File: config.mk
export PLATFORM = sky130hd
export DESIGN_NAME = uart_mmio
export DESIGN_NICKNAME = d
export VERILOG_FILES = /design/src/design/uart_mmio_pkg.sv /design/src/design/uart_mmio.sv /design/src/design/mmio_regs.sv /design/src/design/uart_receiver.sv /design/src/design/uart_transmitter.sv /design/src/design/byte_fifo.sv
export SDC_FILE = /design/constraint.sdc
export NUM_CORES = 1
export LEC_CHECK = 0
export BUFFER_PORTS_ARGS = -buffer_cell sky130_fd_sc_hd__buf_2
export CAP_MARGIN = 25
export CORE_ASPECT_RATIO = 0.8
export CORE_MARGIN = 1
export CORE_UTILIZATION = 55
export CTS_CLUSTER_SIZE = 24
export DETAILED_ROUTE_END_ITERATION = 10
export HOLD_SLACK_MARGIN = 0.05
export PLACE_DENSITY = 0.75
export SETUP_SLACK_MARGIN = 0.3
export SLEW_MARGIN = 10
export SYNTH_ARGS = -nofsm -noshare
export SYNTH_HDL_FRONTEND = slang
export SYNTH_SLANG_ARGS = --single-unit
File: constraint.sdc
create_clock -name clk -period 5.75 [get_ports clk]
set_input_delay 0 -clock clk [delete_from_list [all_inputs] [get_ports clk]]
set_output_delay 0 -clock clk [all_outputs]
set_load 0.02 [all_outputs]
File: src/design/uart_mmio_pkg.sv
package uart_mmio_pkg;

  // Bus and UART widths
  localparam int DATA_W = 32;
  localparam int ADDR_W = 8;  // Byte offset within the block
  localparam int BYTE_W = 8;

  // Register map, byte offsets
  localparam logic [ADDR_W-1:0] ADDR_STATUS    = 8'h00;
  localparam logic [ADDR_W-1:0] ADDR_RX_DATA   = 8'h04;
  localparam logic [ADDR_W-1:0] ADDR_TX_DATA   = 8'h08;
  localparam logic [ADDR_W-1:0] ADDR_CYCLES    = 8'h10;
  localparam logic [ADDR_W-1:0] ADDR_CNT_CLEAR = 8'h18;

  // Status word layout
  localparam int STATUS_TX_READY_BIT = 0;  // TX FIFO has room
  localparam int STATUS_RX_VALID_BIT = 1;  // RX FIFO holds a byte

  // One 32-bit access
  typedef struct packed {
    logic [ADDR_W-1:0] addr;
    logic [DATA_W-1:0] wdata;
    logic              we;
  } mmio_req_t;

  // Read data, zero for writes
  typedef struct packed {
    logic [DATA_W-1:0] rdata;
  } mmio_rsp_t;

endpackage
File: src/design/uart_mmio.sv
`timescale 1ns/1ns

module uart_mmio
  import uart_mmio_pkg::*;
#(
  parameter int CLOCK_FREQ    = 50_000_000,
  parameter int BAUD_RATE     = 115_200,
  parameter int FIFO_LOGDEPTH = 5
) (
  input  logic      clk,
  input  logic      arst_n,
  input  mmio_req_t req,
  input  logic      req_valid,
  output logic      req_ready,
  output mmio_rsp_t rsp,
  output logic      rsp_valid,
  input  logic      serial_in,
  output logic      serial_out
);
  // Register block to TX FIFO to transmitter
  logic [BYTE_W-1:0] tx_enq_data;
  logic              tx_enq_valid;
  logic              tx_enq_ready;
  logic [BYTE_W-1:0] tx_deq_data;
  logic              tx_deq_valid;
  logic              tx_deq_ready;

  // Receiver to RX FIFO to register block
  logic [BYTE_W-1:0] rx_enq_data;
  logic              rx_enq_valid;
  logic              rx_enq_ready;
  logic [BYTE_W-1:0] rx_deq_data;
  logic              rx_deq_valid;
  logic              rx_deq_ready;

  mmio_regs u_regs (
    .clk       (clk),
    .arst_n    (arst_n),
    .req       (req),
    .req_valid (req_valid),
    .req_ready (req_ready),
    .rsp       (rsp),
    .rsp_valid (rsp_valid),
    .tx_data   (tx_enq_data),
    .tx_valid  (tx_enq_valid),
    .tx_ready  (tx_enq_ready),
    .rx_data   (rx_deq_data),
    .rx_valid  (rx_deq_valid),
    .rx_ready  (rx_deq_ready)
  );

  byte_fifo #(
    .WIDTH    (BYTE_W),
    .LOGDEPTH (FIFO_LOGDEPTH)
  ) u_tx_fifo (
    .clk       (clk),
    .arst_n    (arst_n),
    .enq_data  (tx_enq_data),
    .enq_valid (tx_enq_valid),
    .enq_ready (tx_enq_ready),
    .deq_data  (tx_deq_data),
    .deq_valid (tx_deq_valid),
    .deq_ready (tx_deq_ready)
  );

  uart_transmitter #(
    .CLOCK_FREQ (CLOCK_FREQ),
    .BAUD_RATE  (BAUD_RATE)
  ) u_uart_tx (
    .clk        (clk),
    .arst_n     (arst_n),
    .data       (tx_deq_data),
    .data_valid (tx_deq_valid),
    .data_ready (tx_deq_ready),  // Pops the FIFO when idle
    .serial_out (serial_out)
  );

  uart_receiver #(
    .CLOCK_FREQ (CLOCK_FREQ),
    .BAUD_RATE  (BAUD_RATE)
  ) u_uart_rx (
    .clk        (clk),
    .arst_n     (arst_n),
    .serial_in  (serial_in),
    .data       (rx_enq_data),
    .data_valid (rx_enq_valid),
    .data_ready (rx_enq_ready)
  );

  byte_fifo #(
    .WIDTH    (BYTE_W),
    .LOGDEPTH (FIFO_LOGDEPTH)
  ) u_rx_fifo (
    .clk       (clk),
    .arst_n    (arst_n),
    .enq_data  (rx_enq_data),
    .enq_valid (rx_enq_valid),
    .enq_ready (rx_enq_ready),
    .deq_data  (rx_deq_data),
    .deq_valid (rx_deq_valid),
    .deq_ready (rx_deq_ready)
  );

endmodule

File: src/design/mmio_regs.sv
`timescale 1ns/1ns

module mmio_regs
  import uart_mmio_pkg::*;
(
  input  logic              clk,
  input  logic              arst_n,
  input  mmio_req_t         req,
  input  logic              req_valid,
  output logic              req_ready,
  output mmio_rsp_t         rsp,
  output logic              rsp_valid,
  output logic [BYTE_W-1:0] tx_data,
  output logic              tx_valid,
  input  logic              tx_ready,
  input  logic [BYTE_W-1:0] rx_data,
  input  logic              rx_valid,
  output logic              rx_ready
);
  logic              accept;
  logic              is_tx_wr;
  logic              is_rx_rd;
  logic              cnt_clear;
  logic [DATA_W-1:0] status;
  logic [DATA_W-1:0] rdata_next;
  logic [DATA_W-1:0] cycles;

  assign is_tx_wr = req.we && (req.addr == ADDR_TX_DATA);
  assign is_rx_rd = !req.we && (req.addr == ADDR_RX_DATA);

  // Stall only a TX write that finds the FIFO full
  assign req_ready = !(req_valid && is_tx_wr && !tx_ready);
  assign accept    = req_valid && req_ready;

  assign tx_data   = req.wdata[BYTE_W-1:0];
  assign tx_valid  = accept && is_tx_wr;
  assign rx_ready  = accept && is_rx_rd && rx_valid;  // Pop only a real byte
  assign cnt_clear = accept && req.we && (req.addr == ADDR_CNT_CLEAR);

  always_comb begin
    status = '0;
    status[STATUS_TX_READY_BIT] = tx_ready;
    status[STATUS_RX_VALID_BIT] = rx_valid;
  end

  // Read mux, writes and unmapped offsets give zero
  always_comb begin
    rdata_next = '0;
    if (!req.we) begin
      case (req.addr)
        ADDR_STATUS:  rdata_next = status;
        ADDR_RX_DATA: rdata_next = rx_valid ? DATA_W'(rx_data) : '0;
        ADDR_CYCLES:  rdata_next = cycles;
        default:      rdata_next = '0;
      endcase
    end
  end

  always_ff @(posedge clk or negedge arst_n) begin
    if (!arst_n)        cycles <= '0;
    else if (cnt_clear) cycles <= '0;
    else                cycles <= cycles + 1'b1;  // Free running, wraps
  end

  always_ff @(posedge clk or negedge arst_n) begin
    if (!arst_n) rsp_valid <= 1'b0;
    else         rsp_valid <= accept;
  end

  always_ff @(posedge clk) begin
    rsp.rdata <= rdata_next;
  end

  // Writes answer with zero data
  a_rsp_timing: assert property (@(posedge clk) disable iff (!arst_n)
    accept |=> rsp_valid && (!$past(req.we) || rsp.rdata == '0));

  // RX FIFO must not be popped when empty
  a_rx_pop: assert property (@(posedge clk) disable iff (!arst_n)
    $rose(rx_ready) |-> rx_valid);

endmodule

File: src/design/uart_receiver.sv
`timescale 1ns/1ns

module uart_receiver
  import uart_mmio_pkg::*;
#(
  parameter int CLOCK_FREQ = 50_000_000,
  parameter int BAUD_RATE  = 115_200
) (
  input  logic              clk,
  input  logic              arst_n,
  input  logic              serial_in,
  output logic [BYTE_W-1:0] data,
  output logic              data_valid,
  input  logic              data_ready
);
  localparam int CLOCKS_PER_BIT = CLOCK_FREQ / BAUD_RATE;
  localparam int CNT_W          = $clog2(CLOCKS_PER_BIT + 1);
  localparam int FRAME_BITS     = BYTE_W + 2;
  localparam int BIT_W          = $clog2(FRAME_BITS);

  logic [1:0]        sync;
  logic              rx;
  logic              busy;
  logic [CNT_W-1:0]  clk_cnt;  // Counts down to the next bit middle
  logic [BIT_W-1:0]  bit_cnt;
  logic [BYTE_W-1:0] shift;
  logic              sample;
  logic              stop_bit;
  logic              frame_done;

  assign rx         = sync[1];
  assign sample     = busy && (clk_cnt == '0);
  assign stop_bit   = (bit_cnt == BIT_W'(FRAME_BITS - 1));
  assign frame_done = sample && stop_bit && rx;  // Framing errors are dropped

  // Two-flop synchronizer, idles high
  always_ff @(posedge clk or negedge arst_n) begin
    if (!arst_n) sync <= 2'b11;
    else         sync <= {sync[0], serial_in};
  end

  always_ff @(posedge clk or negedge arst_n) begin
    if (!arst_n) begin
      busy    <= 1'b0;
      clk_cnt <= '0;
      bit_cnt <= '0;
    end else if (!busy) begin
      if (!rx) begin
        // Start edge, aim at the middle of the start bit
        busy    <= 1'b1;
        clk_cnt <= CNT_W'(CLOCKS_PER_BIT / 2 - 1);
        bit_cnt <= '0;
      end
    end else if (sample) begin
      clk_cnt <= CNT_W'(CLOCKS_PER_BIT - 1);
      bit_cnt <= bit_cnt + 1'b1;
      if ((bit_cnt == '0 && rx) || stop_bit) begin
        busy <= 1'b0;  // Glitch on the start bit, or frame over
      end
    end else begin
      clk_cnt <= clk_cnt - 1'b1;
    end
  end

  always_ff @(posedge clk) begin
    if (sample && bit_cnt != '0 && !stop_bit) begin
      shift <= {rx, shift[BYTE_W-1:1]};
    end
    if (frame_done) data <= shift;  // Newer byte replaces an unclaimed one
  end

  always_ff @(posedge clk or negedge arst_n) begin
    if (!arst_n)         data_valid <= 1'b0;
    else if (frame_done) data_valid <= 1'b1;
    else if (data_ready) data_valid <= 1'b0;
  end

  a_data_held: assert property (@(posedge clk) disable iff (!arst_n)
    data_valid && !data_ready && !frame_done |=> $stable(data));

endmodule

File: src/design/uart_transmitter.sv
`timescale 1ns/1ns

module uart_transmitter
  import uart_mmio_pkg::*;
#(
  parameter int CLOCK_FREQ = 50_000_000,
  parameter int BAUD_RATE  = 115_200
) (
  input  logic              clk,
  input  logic              arst_n,
  input  logic [BYTE_W-1:0] data,
  input  logic              data_valid,
  output logic              data_ready,
  output logic              serial_out
);
  localparam int CLOCKS_PER_BIT = CLOCK_FREQ / BAUD_RATE;
  localparam int CNT_W          = $clog2(CLOCKS_PER_BIT + 1);
  localparam int FRAME_BITS     = BYTE_W + 2;  // Start, data, stop
  localparam int BIT_W          = $clog2(FRAME_BITS);

  logic [FRAME_BITS-1:0] shift;
  logic [BIT_W-1:0]      bit_cnt;
  logic [CNT_W-1:0]      clk_cnt;
  logic                  busy;
  logic                  bit_end;

  assign data_ready = !busy;
  assign serial_out = shift[0];  // All ones while idle
  assign bit_end    = (clk_cnt == CNT_W'(CLOCKS_PER_BIT - 1));

  always_ff @(posedge clk or negedge arst_n) begin
    if (!arst_n) begin
      busy    <= 1'b0;
      shift   <= '1;
      bit_cnt <= '0;
      clk_cnt <= '0;
    end else if (!busy) begin
      if (data_valid) begin
        busy    <= 1'b1;
        shift   <= {1'b1, data, 1'b0};  // LSB first after the start bit
        bit_cnt <= '0;
        clk_cnt <= '0;
      end
    end else if (bit_end) begin
      // Next bit, ones shift in behind the frame
      shift   <= {1'b1, shift[FRAME_BITS-1:1]};
      clk_cnt <= '0;
      bit_cnt <= bit_cnt + 1'b1;
      if (bit_cnt == BIT_W'(FRAME_BITS - 1)) begin
        busy <= 1'b0;  // Stop bit done
      end
    end else begin
      clk_cnt <= clk_cnt + 1'b1;
    end
  end

endmodule

File: src/design/byte_fifo.sv
`timescale 1ns/1ns

module byte_fifo
  import uart_mmio_pkg::*;
#(
  parameter int WIDTH    = BYTE_W,
  parameter int LOGDEPTH = 5
) (
  input  logic             clk,
  input  logic             arst_n,
  input  logic [WIDTH-1:0] enq_data,
  input  logic             enq_valid,
  output logic             enq_ready,
  output logic [WIDTH-1:0] deq_data,
  output logic             deq_valid,
  input  logic             deq_ready
);
  localparam int DEPTH = 1 << LOGDEPTH;

  logic [WIDTH-1:0]  mem [DEPTH];
  logic [LOGDEPTH:0] wr_ptr;  // Top bit is the wrap flag
  logic [LOGDEPTH:0] rd_ptr;
  logic              full;
  logic              empty;
  logic              do_enq;
  logic              do_deq;

  // Same slot, different lap
  assign full  = (wr_ptr ^ rd_ptr) == {1'b1, {LOGDEPTH{1'b0}}};
  assign empty = (wr_ptr == rd_ptr);

  assign enq_ready = !full;
  assign deq_valid = !empty;
  assign deq_data  = mem[rd_ptr[LOGDEPTH-1:0]];

  assign do_enq = enq_valid && enq_ready;
  assign do_deq = deq_valid && deq_ready;

  always_ff @(posedge clk) begin
    if (do_enq) mem[wr_ptr[LOGDEPTH-1:0]] <= enq_data;
  end

  always_ff @(posedge clk or negedge arst_n) begin
    if (!arst_n) begin
      wr_ptr <= '0;
      rd_ptr <= '0;
    end else begin
      if (do_enq) wr_ptr <= wr_ptr + 1'b1;
      if (do_deq) rd_ptr <= rd_ptr + 1'b1;
    end
  end

  // Pointers must not move past each other
  a_no_write_full: assert property (@(posedge clk) disable iff (!arst_n)
    full |=> $stable(wr_ptr));

  a_no_read_empty: assert property (@(posedge clk) disable iff (!arst_n)
    empty |=> $stable(rd_ptr));

endmodule

# --- Word level (Yosys, flattened, before mapping) ---
# Memory sizes are Yosys's and may differ from the RTL's.
# Index checks and enable logic that the tools add are counted.
totals:
  regBits: 146
  mem_bits_rw: 512
  output_inout_bits: 35
  word_cells: 114
  n_memories: 2
memory_table:
  columns: ["memory", "depth", "word_bits", "read_ports", "rd_ports_with_merged_regs", "wr", "line_no", "text"]
  rows:
  - ["u_rx_fifo.mem", 32, 8, 1, 0, 1, "byte_fifo.sv:20", "logic [WIDTH-1:0] mem [DEPTH];"]
  - ["u_tx_fifo.mem", 32, 8, 1, 0, 1, "byte_fifo.sv:20", null]
op_classes:
  add_sub_neg: 9
  n_eq_ne: 16
  muxes: 32
  bitwise_logic: 2
  reduce_logical: 35
ops:
  columns: ["op", "n"]
  rows:
  - ["$pmux 32 s3", 1]
  - ["$mux 9", 6]
  - ["$add 32x1->32 const B", 1]
  - ["$mux 32", 1]
  - ["$mux 10", 3]
  - ["$add 6x1->6 const B", 4]
  - ["$mux 4", 6]
  - ["$logic_and 1x1->1", 20]
  - ["$eq 8x5->1 const B", 2]
  - ["$mux 1", 14]
  - ["$eq 6x6->1", 2]
  - ["$eq 6x6->1 const B", 2]
  - ["$xor 6x6->6", 2]
  - ["$add 9x1->9 const B", 1]
  - ["$eq 9x9->1 const B", 1]
  - ["$logic_not 9->1", 1]
  - ["$sub 9x1->9 const B", 1]
  - ["$add 4x1->4 const B", 2]
  - ["$eq 4x4->1 const B", 2]
  - ["$eq 8x3->1 const B", 1]
  - ["$eq 8x4->1 const B", 1]
  - ["$logic_not 1->1", 8]
  - ["$logic_not 8->1", 1]
  - ["$mux 8", 1]
  - ["other kinds (6)", 10]

# --- Depth between registers and ports, before layout ---
depth:
  depth_word: 10
  ltp_mapped: 9
  ltp_nobuf: 7

# --- Modules after synthesis ---
# From an unflattened synthesis, not the netlist that was laid out.
hier_totals:
  hier_cells: 1585
  hier_area_um2: 26532.9
by_module_without_submodules:
  columns: ["module", "n_inst", "cells_per_inst", "area_per_inst_um2", "seq_area_each_um2"]
  rows:
  - ["byte_fifo", 2, 539, 10595.2, 7987.7]
  - ["mmio_regs", 1, 273, 2742.6, 1466.4]
  - ["uart_receiver", 1, 114, 1442.6, 908.4]
  - ["uart_transmitter", 1, 120, 1157.4, 586.8]

# --- Worst setup path before layout ---
# No wires, ideal clock.
synth_timing:
  path_type: "reg2reg"
  from: "register u_uart_rx.clk_cnt[0]"
  to: "register u_uart_rx.data[0], enable pin"
  setup_ns: 0.374
  t_arrival_ns: 2.158
  slack_ns: 3.219
  path_stages_with_launch: 8
  n_path_buf: 1
  synth_period_minus_slack_ns: 2.531
  path_cell_list: "dfrtp_1 inv_1 ha_1 or3b_2 nor4bb_1 clkbuf_1 nand2_1 nor2_1"
synth_via:
  elab_chain_cells: 4
synth_rtl:
  columns: ["item", "line_no", "text"]
  rows:
  - ["start: declaration", "uart_receiver.sv:24", "logic [CNT_W-1:0] clk_cnt;"]
  - ["start signal: assignment", "uart_receiver.sv:51", "clk_cnt <= CNT_W'(CLOCKS_PER_BIT / 2 - 1);"]
  - ["start signal: assignment", "uart_receiver.sv:55", "clk_cnt <= CNT_W'(CLOCKS_PER_BIT - 1);"]
  - ["start signal: assignment", "uart_receiver.sv:61", "clk_cnt <= clk_cnt - 1'b1;"]
  - ["$logic_not 9->1", "uart_receiver.sv:32", "assign sample = busy && (clk_cnt == '0);"]
  - ["$logic_and 1x1->1", "uart_receiver.sv:32", null]
  - ["$logic_and 1x1->1 (2 in a row)", "uart_receiver.sv:34", "assign frame_done = sample && stop_bit && rx;"]
  - ["named net u_uart_rx.frame_done", "uart_receiver.sv:29", "logic frame_done;"]
  - ["end signal: assignment", "uart_receiver.sv:69", "if (frame_done) data <= shift;"]
  - ["end: declaration", "uart_receiver.sv:12", "output logic [BYTE_W-1:0] data,"]
# The timed path passes the listed nets, and every way through them passes these cells.
# A chain may end at the register's enable or synchronous reset.

# --- Worst setup path after layout ---
layout_timing:
  from: "register u_rx_fifo.rd_ptr[1]"
  to: "register, netlist name u_regs.rsp[1]"
layout_via:
  elab_chain_cells: 3
  word_cells_on_any_way: 5
layout_rtl:
  columns: ["item", "line_no", "text"]
  rows:
  - ["start: declaration", "byte_fifo.sv:22", "logic [LOGDEPTH:0] rd_ptr;"]
  - ["start signal: assignment", "byte_fifo.sv:49", "if (do_deq) rd_ptr <= rd_ptr + 1'b1;"]
  - ["$mem_v2 32x8 or $eq 6x6->1 (tied branches)", null, null]
  - ["$mux 8 or $logic_not 1->1 (tied branches)", "mmio_regs.sv:52, byte_fifo.sv:33", null]
  - ["$pmux 32 s3 (*)", "mmio_regs.sv:50", "case (req.addr)"]
# Mark *: on every way between the ends. The rest lies on a longest branch, timed or not.

==> impl_results.md <==
* Die Span X at 246 um
* GR Overflow Total at 0
* DIE HEIGHT at 197 um
* Setup repair after global routing missed its margin: false
* Dpl hpwl at 34.4 mm
* # setup viols final at 0
* Root buf cell: clkbuf_16
* DP Worst Slack at 2320 ps
* Core box area at 47000 um2
* Worst EP required at 6240 ps
* Final WS setup at 2200 ps
* CTS resizes at 0
* FF+latch count, synth at 657
* Post-CTS Setup Bufs at 0
* Fin crit period at 3550 ps
* Run status: complete, no violations
* Combinational power share at 1.8%
* Int Pwr at 7.55 mW
* Library cells used by synthesis at 68
* Flop2flop setup slack at 2200 ps
* Total CTS buffers at 59
* Worst VDD drop at 0.266 mV
* YS warnings at 0
* Hold WC Path Type: in2reg
* DRT Wirelength at 55.5 mm
* TNS Setup at 0 ps
* Final RePlAce weighted congestion at 0.894
* Asr flop ratio synth at 14.8%
* Clock Latency Late Sink at 620 ps
* Worst Setup End Kind: register
* Global-route wire length before repair at 83.8 mm
* Critical path type: reg2reg
* Die Footprint at 48600 um2
* Max Root-Sink Buffers at 3
* Synth Flop Type: edfxtp_1
* Vias in the first global route at 13800
* Worst setup SP type: register
* Rows at 71
* Largest net degree at the start of global routing at 57
* Pins Over Slew Limit at 0
* Tot GR Track Use at 23.1%
* Power density cells at 320 nW/um2
* Syn nets at 1624
* Setup crit end: u_regs.rsp[1]
* Routed wire per std cell at 23.9 um
* IO buf count at 55
* Power Total at 9.43 mW
* Crit path DAT at 4040 ps
* Share of post-route cells with drive strength above 1 at 17.9%
* Worst hold start: req[39]
* Least-Margin Pin Slew at 1020 ps
* Final ANT Viol Nets at 0
* Starting density of the core at 55.8%
* Synth Instances at 1560
* Clk pwr share at 43.0%
* Fmax at 282 MHz
* MaxCap Viol Count at 0
* # clock sinks at 657
* Initial drt markers at 1567
* Post-synth top area share at 60.5%
* Initial antenna violation count at 1
* # nets final at 1708
* Vias post-DR at 14300
* Top cells by area, synth: edfxtp_1 60%, dfrtp_1 8.2%, mux4_2 8.0%
* Leak pwr at 9.93 nW
* EDFF count, synth at 528
* R2R Path End: u_regs.rsp[1]
* Register share of total power at 55.1%
* CTS tree: yes
* Reg2reg path depth at 7
* H-tree depth at 2
* CP Launch Point: u_rx_fifo.rd_ptr[1]
* Switching Power at 1.88 mW
* Maximum fanout along the worst path at 53
* Avg Cell Area, Syn at 16.8 um2
* Final Skew at 24.5 ps
* Worst hold path depth at 5
* Io pins at 80
* Cell taking the most area after synthesis: edfxtp_1
* Mapped cell area at 26200 um2
* Clock Pin Slew Worst Setup and Hold Paths at 60 ps
* Switching share of power at 20.0%
* Max-slew headroom at 32.1%
* Post-synth top cells: 528 x edfxtp_1, 135 x nor2_1, 93 x mux4_2
* Final Hold Viols at 0
* RR Startpoint: u_rx_fifo.rd_ptr[1]
* DR pass1 iterations at 5
* Area growth, synth to finish at 12.5%
* Drt drc at 0
* Period utilization at 61.7%
* Vias per std cell at 6.19
* Count leader, synth: edfxtp_1
* Sequential-to-total area share from yosys stat at 72.2%
cells by family (layout without fill, tap and decap cells):
group	count (synthesis)	count (layout)	share of synthesized area, %
adder cells (fa/ha/maj)	19	19	0.907
AO/OA/AOI/OAI	178	178	4.76
XOR/XNOR	67	67	2.24
AND/OR/NAND/NOR	367	367	7.21
other	0	1	0
flip-flops	657	657	72.2
multiplexers	173	173	11.1
buffers and inverters	99	234	1.59
sequential cells by signal, summed over array words and instances, names as in the netlist:
register,cells
u_uart_rx.clk_cnt,9
u_uart_rx.busy,1
u_tx_fifo.wr_ptr,6
u_tx_fifo.mem,256
u_regs.rsp,32
u_rx_fifo.mem,256
u_uart_tx.shift,9
u_uart_rx.data,8
u_tx_fifo.rd_ptr,6
u_uart_rx.data_valid,1
u_regs.cycles,32
u_uart_tx.clk_cnt,9
u_uart_rx.bit_cnt,4
u_uart_tx.busy,1
u_rx_fifo.wr_ptr,6
u_uart_tx.bit_cnt,4
u_regs.rsp_valid,1
u_uart_rx.shift,8
u_rx_fifo.rd_ptr,6
u_uart_rx.sync,2
power groups by stage:
stage / combinational [mW] / sequential, mW / clock (mW)
final: 0.174 / 5.20 / 4.06
after global routing: 0.193 / 5.20 / 4.28
after CTS: 0.175 / 5.20 / 4.10
after detailed placement: 0.159 / 5.30 / 0
after global placement: 0.153 / 5.30 / 0
after floorplan: 0.0907 / 5.28 / 0
critical path: stages, from the launching register on:
cell and delay, ps:
dfrtp_4 670, buf_4 690, mux4_2 420, and2_1 170, a211oi_1 430, o21ai_0 160, a22o_1 230, dlygate4sd3_1 560
how the worst min path moves through the flow:
stage / slack, ps / endpoint
6_report: 90 / u_tx_fifo.wr_ptr[0]
5_1_grt: 100 / u_regs.rsp[12]
4_1_cts: 60 / u_tx_fifo.wr_ptr[0]
3_5_place_dp: 40 / u_regs.cycles[12]
3_3_place_gp: 40 / u_regs.cycles[12]
2_1_floorplan: -300 / u_regs.cycles[0]
layout make-up:
type                    count  area, um2
well taps                 620        776
fillers                  3209      17500
clock buffers              83       1660
flip-flops and latches    657      18900
clock inverters            29        359
inverters                  20       75.1
repair buffers            102        805
multi-input cells         804       6860
diodes                      1       2.50
placed cells by master (no fill, tap or decap), types with 21 or more instances in the layout:
cell type,Yosys,final
dlygate4sd3_1,0,23
mux2i_1,75,75
clkbuf_16,0,60
dfrtp_1,86,81
nand4_1,21,21
edfxtp_1,528,528
xnor2_1,29,29
xor2_1,38,38
nand2_1,57,57
and3_1,36,36
buf_2,25,54
nand3_1,23,23
dfxtp_1,32,32
o21ai_0,32,32
nor2_1,135,135
mux4_2,93,93
a21oi_1,27,27
metal layers:
metal  up-vias  wire, um  global-route usage, %
li1       6289         -                      -
met1      7280     24400                   35.7
met2       667     24300                   32.6
met3       102      5340                   5.41
met4         0      1440                   7.52
met5         -         0                      0
timing repair:
item,in CTS,in global routing
hold buffers,24,0
setup endpoints to repair,0,0
endpoints found under the hold margin,336,0
per-stage QoR:
| step | hold slack [ps] | instances | instance area [um2] | utilization [%] |
|---|---|---|---|---|
| after floorplan | -296 | 1560 | 26200 | - |
| after global placement | 36.8 | 2168 | 27000 | 57.5 |
| after detailed placement | 35.9 | 2171 | 27100 | 57.6 |
| after CTS | 64.7 | 2307 | 29400 | 62.5 |
| after global routing | 102 | 2315 | 29500 | 62.7 |
| final | 93.7 | 2316 | 29500 | 62.7 |
No activity file was read; power rests on OpenSTA's default activity.
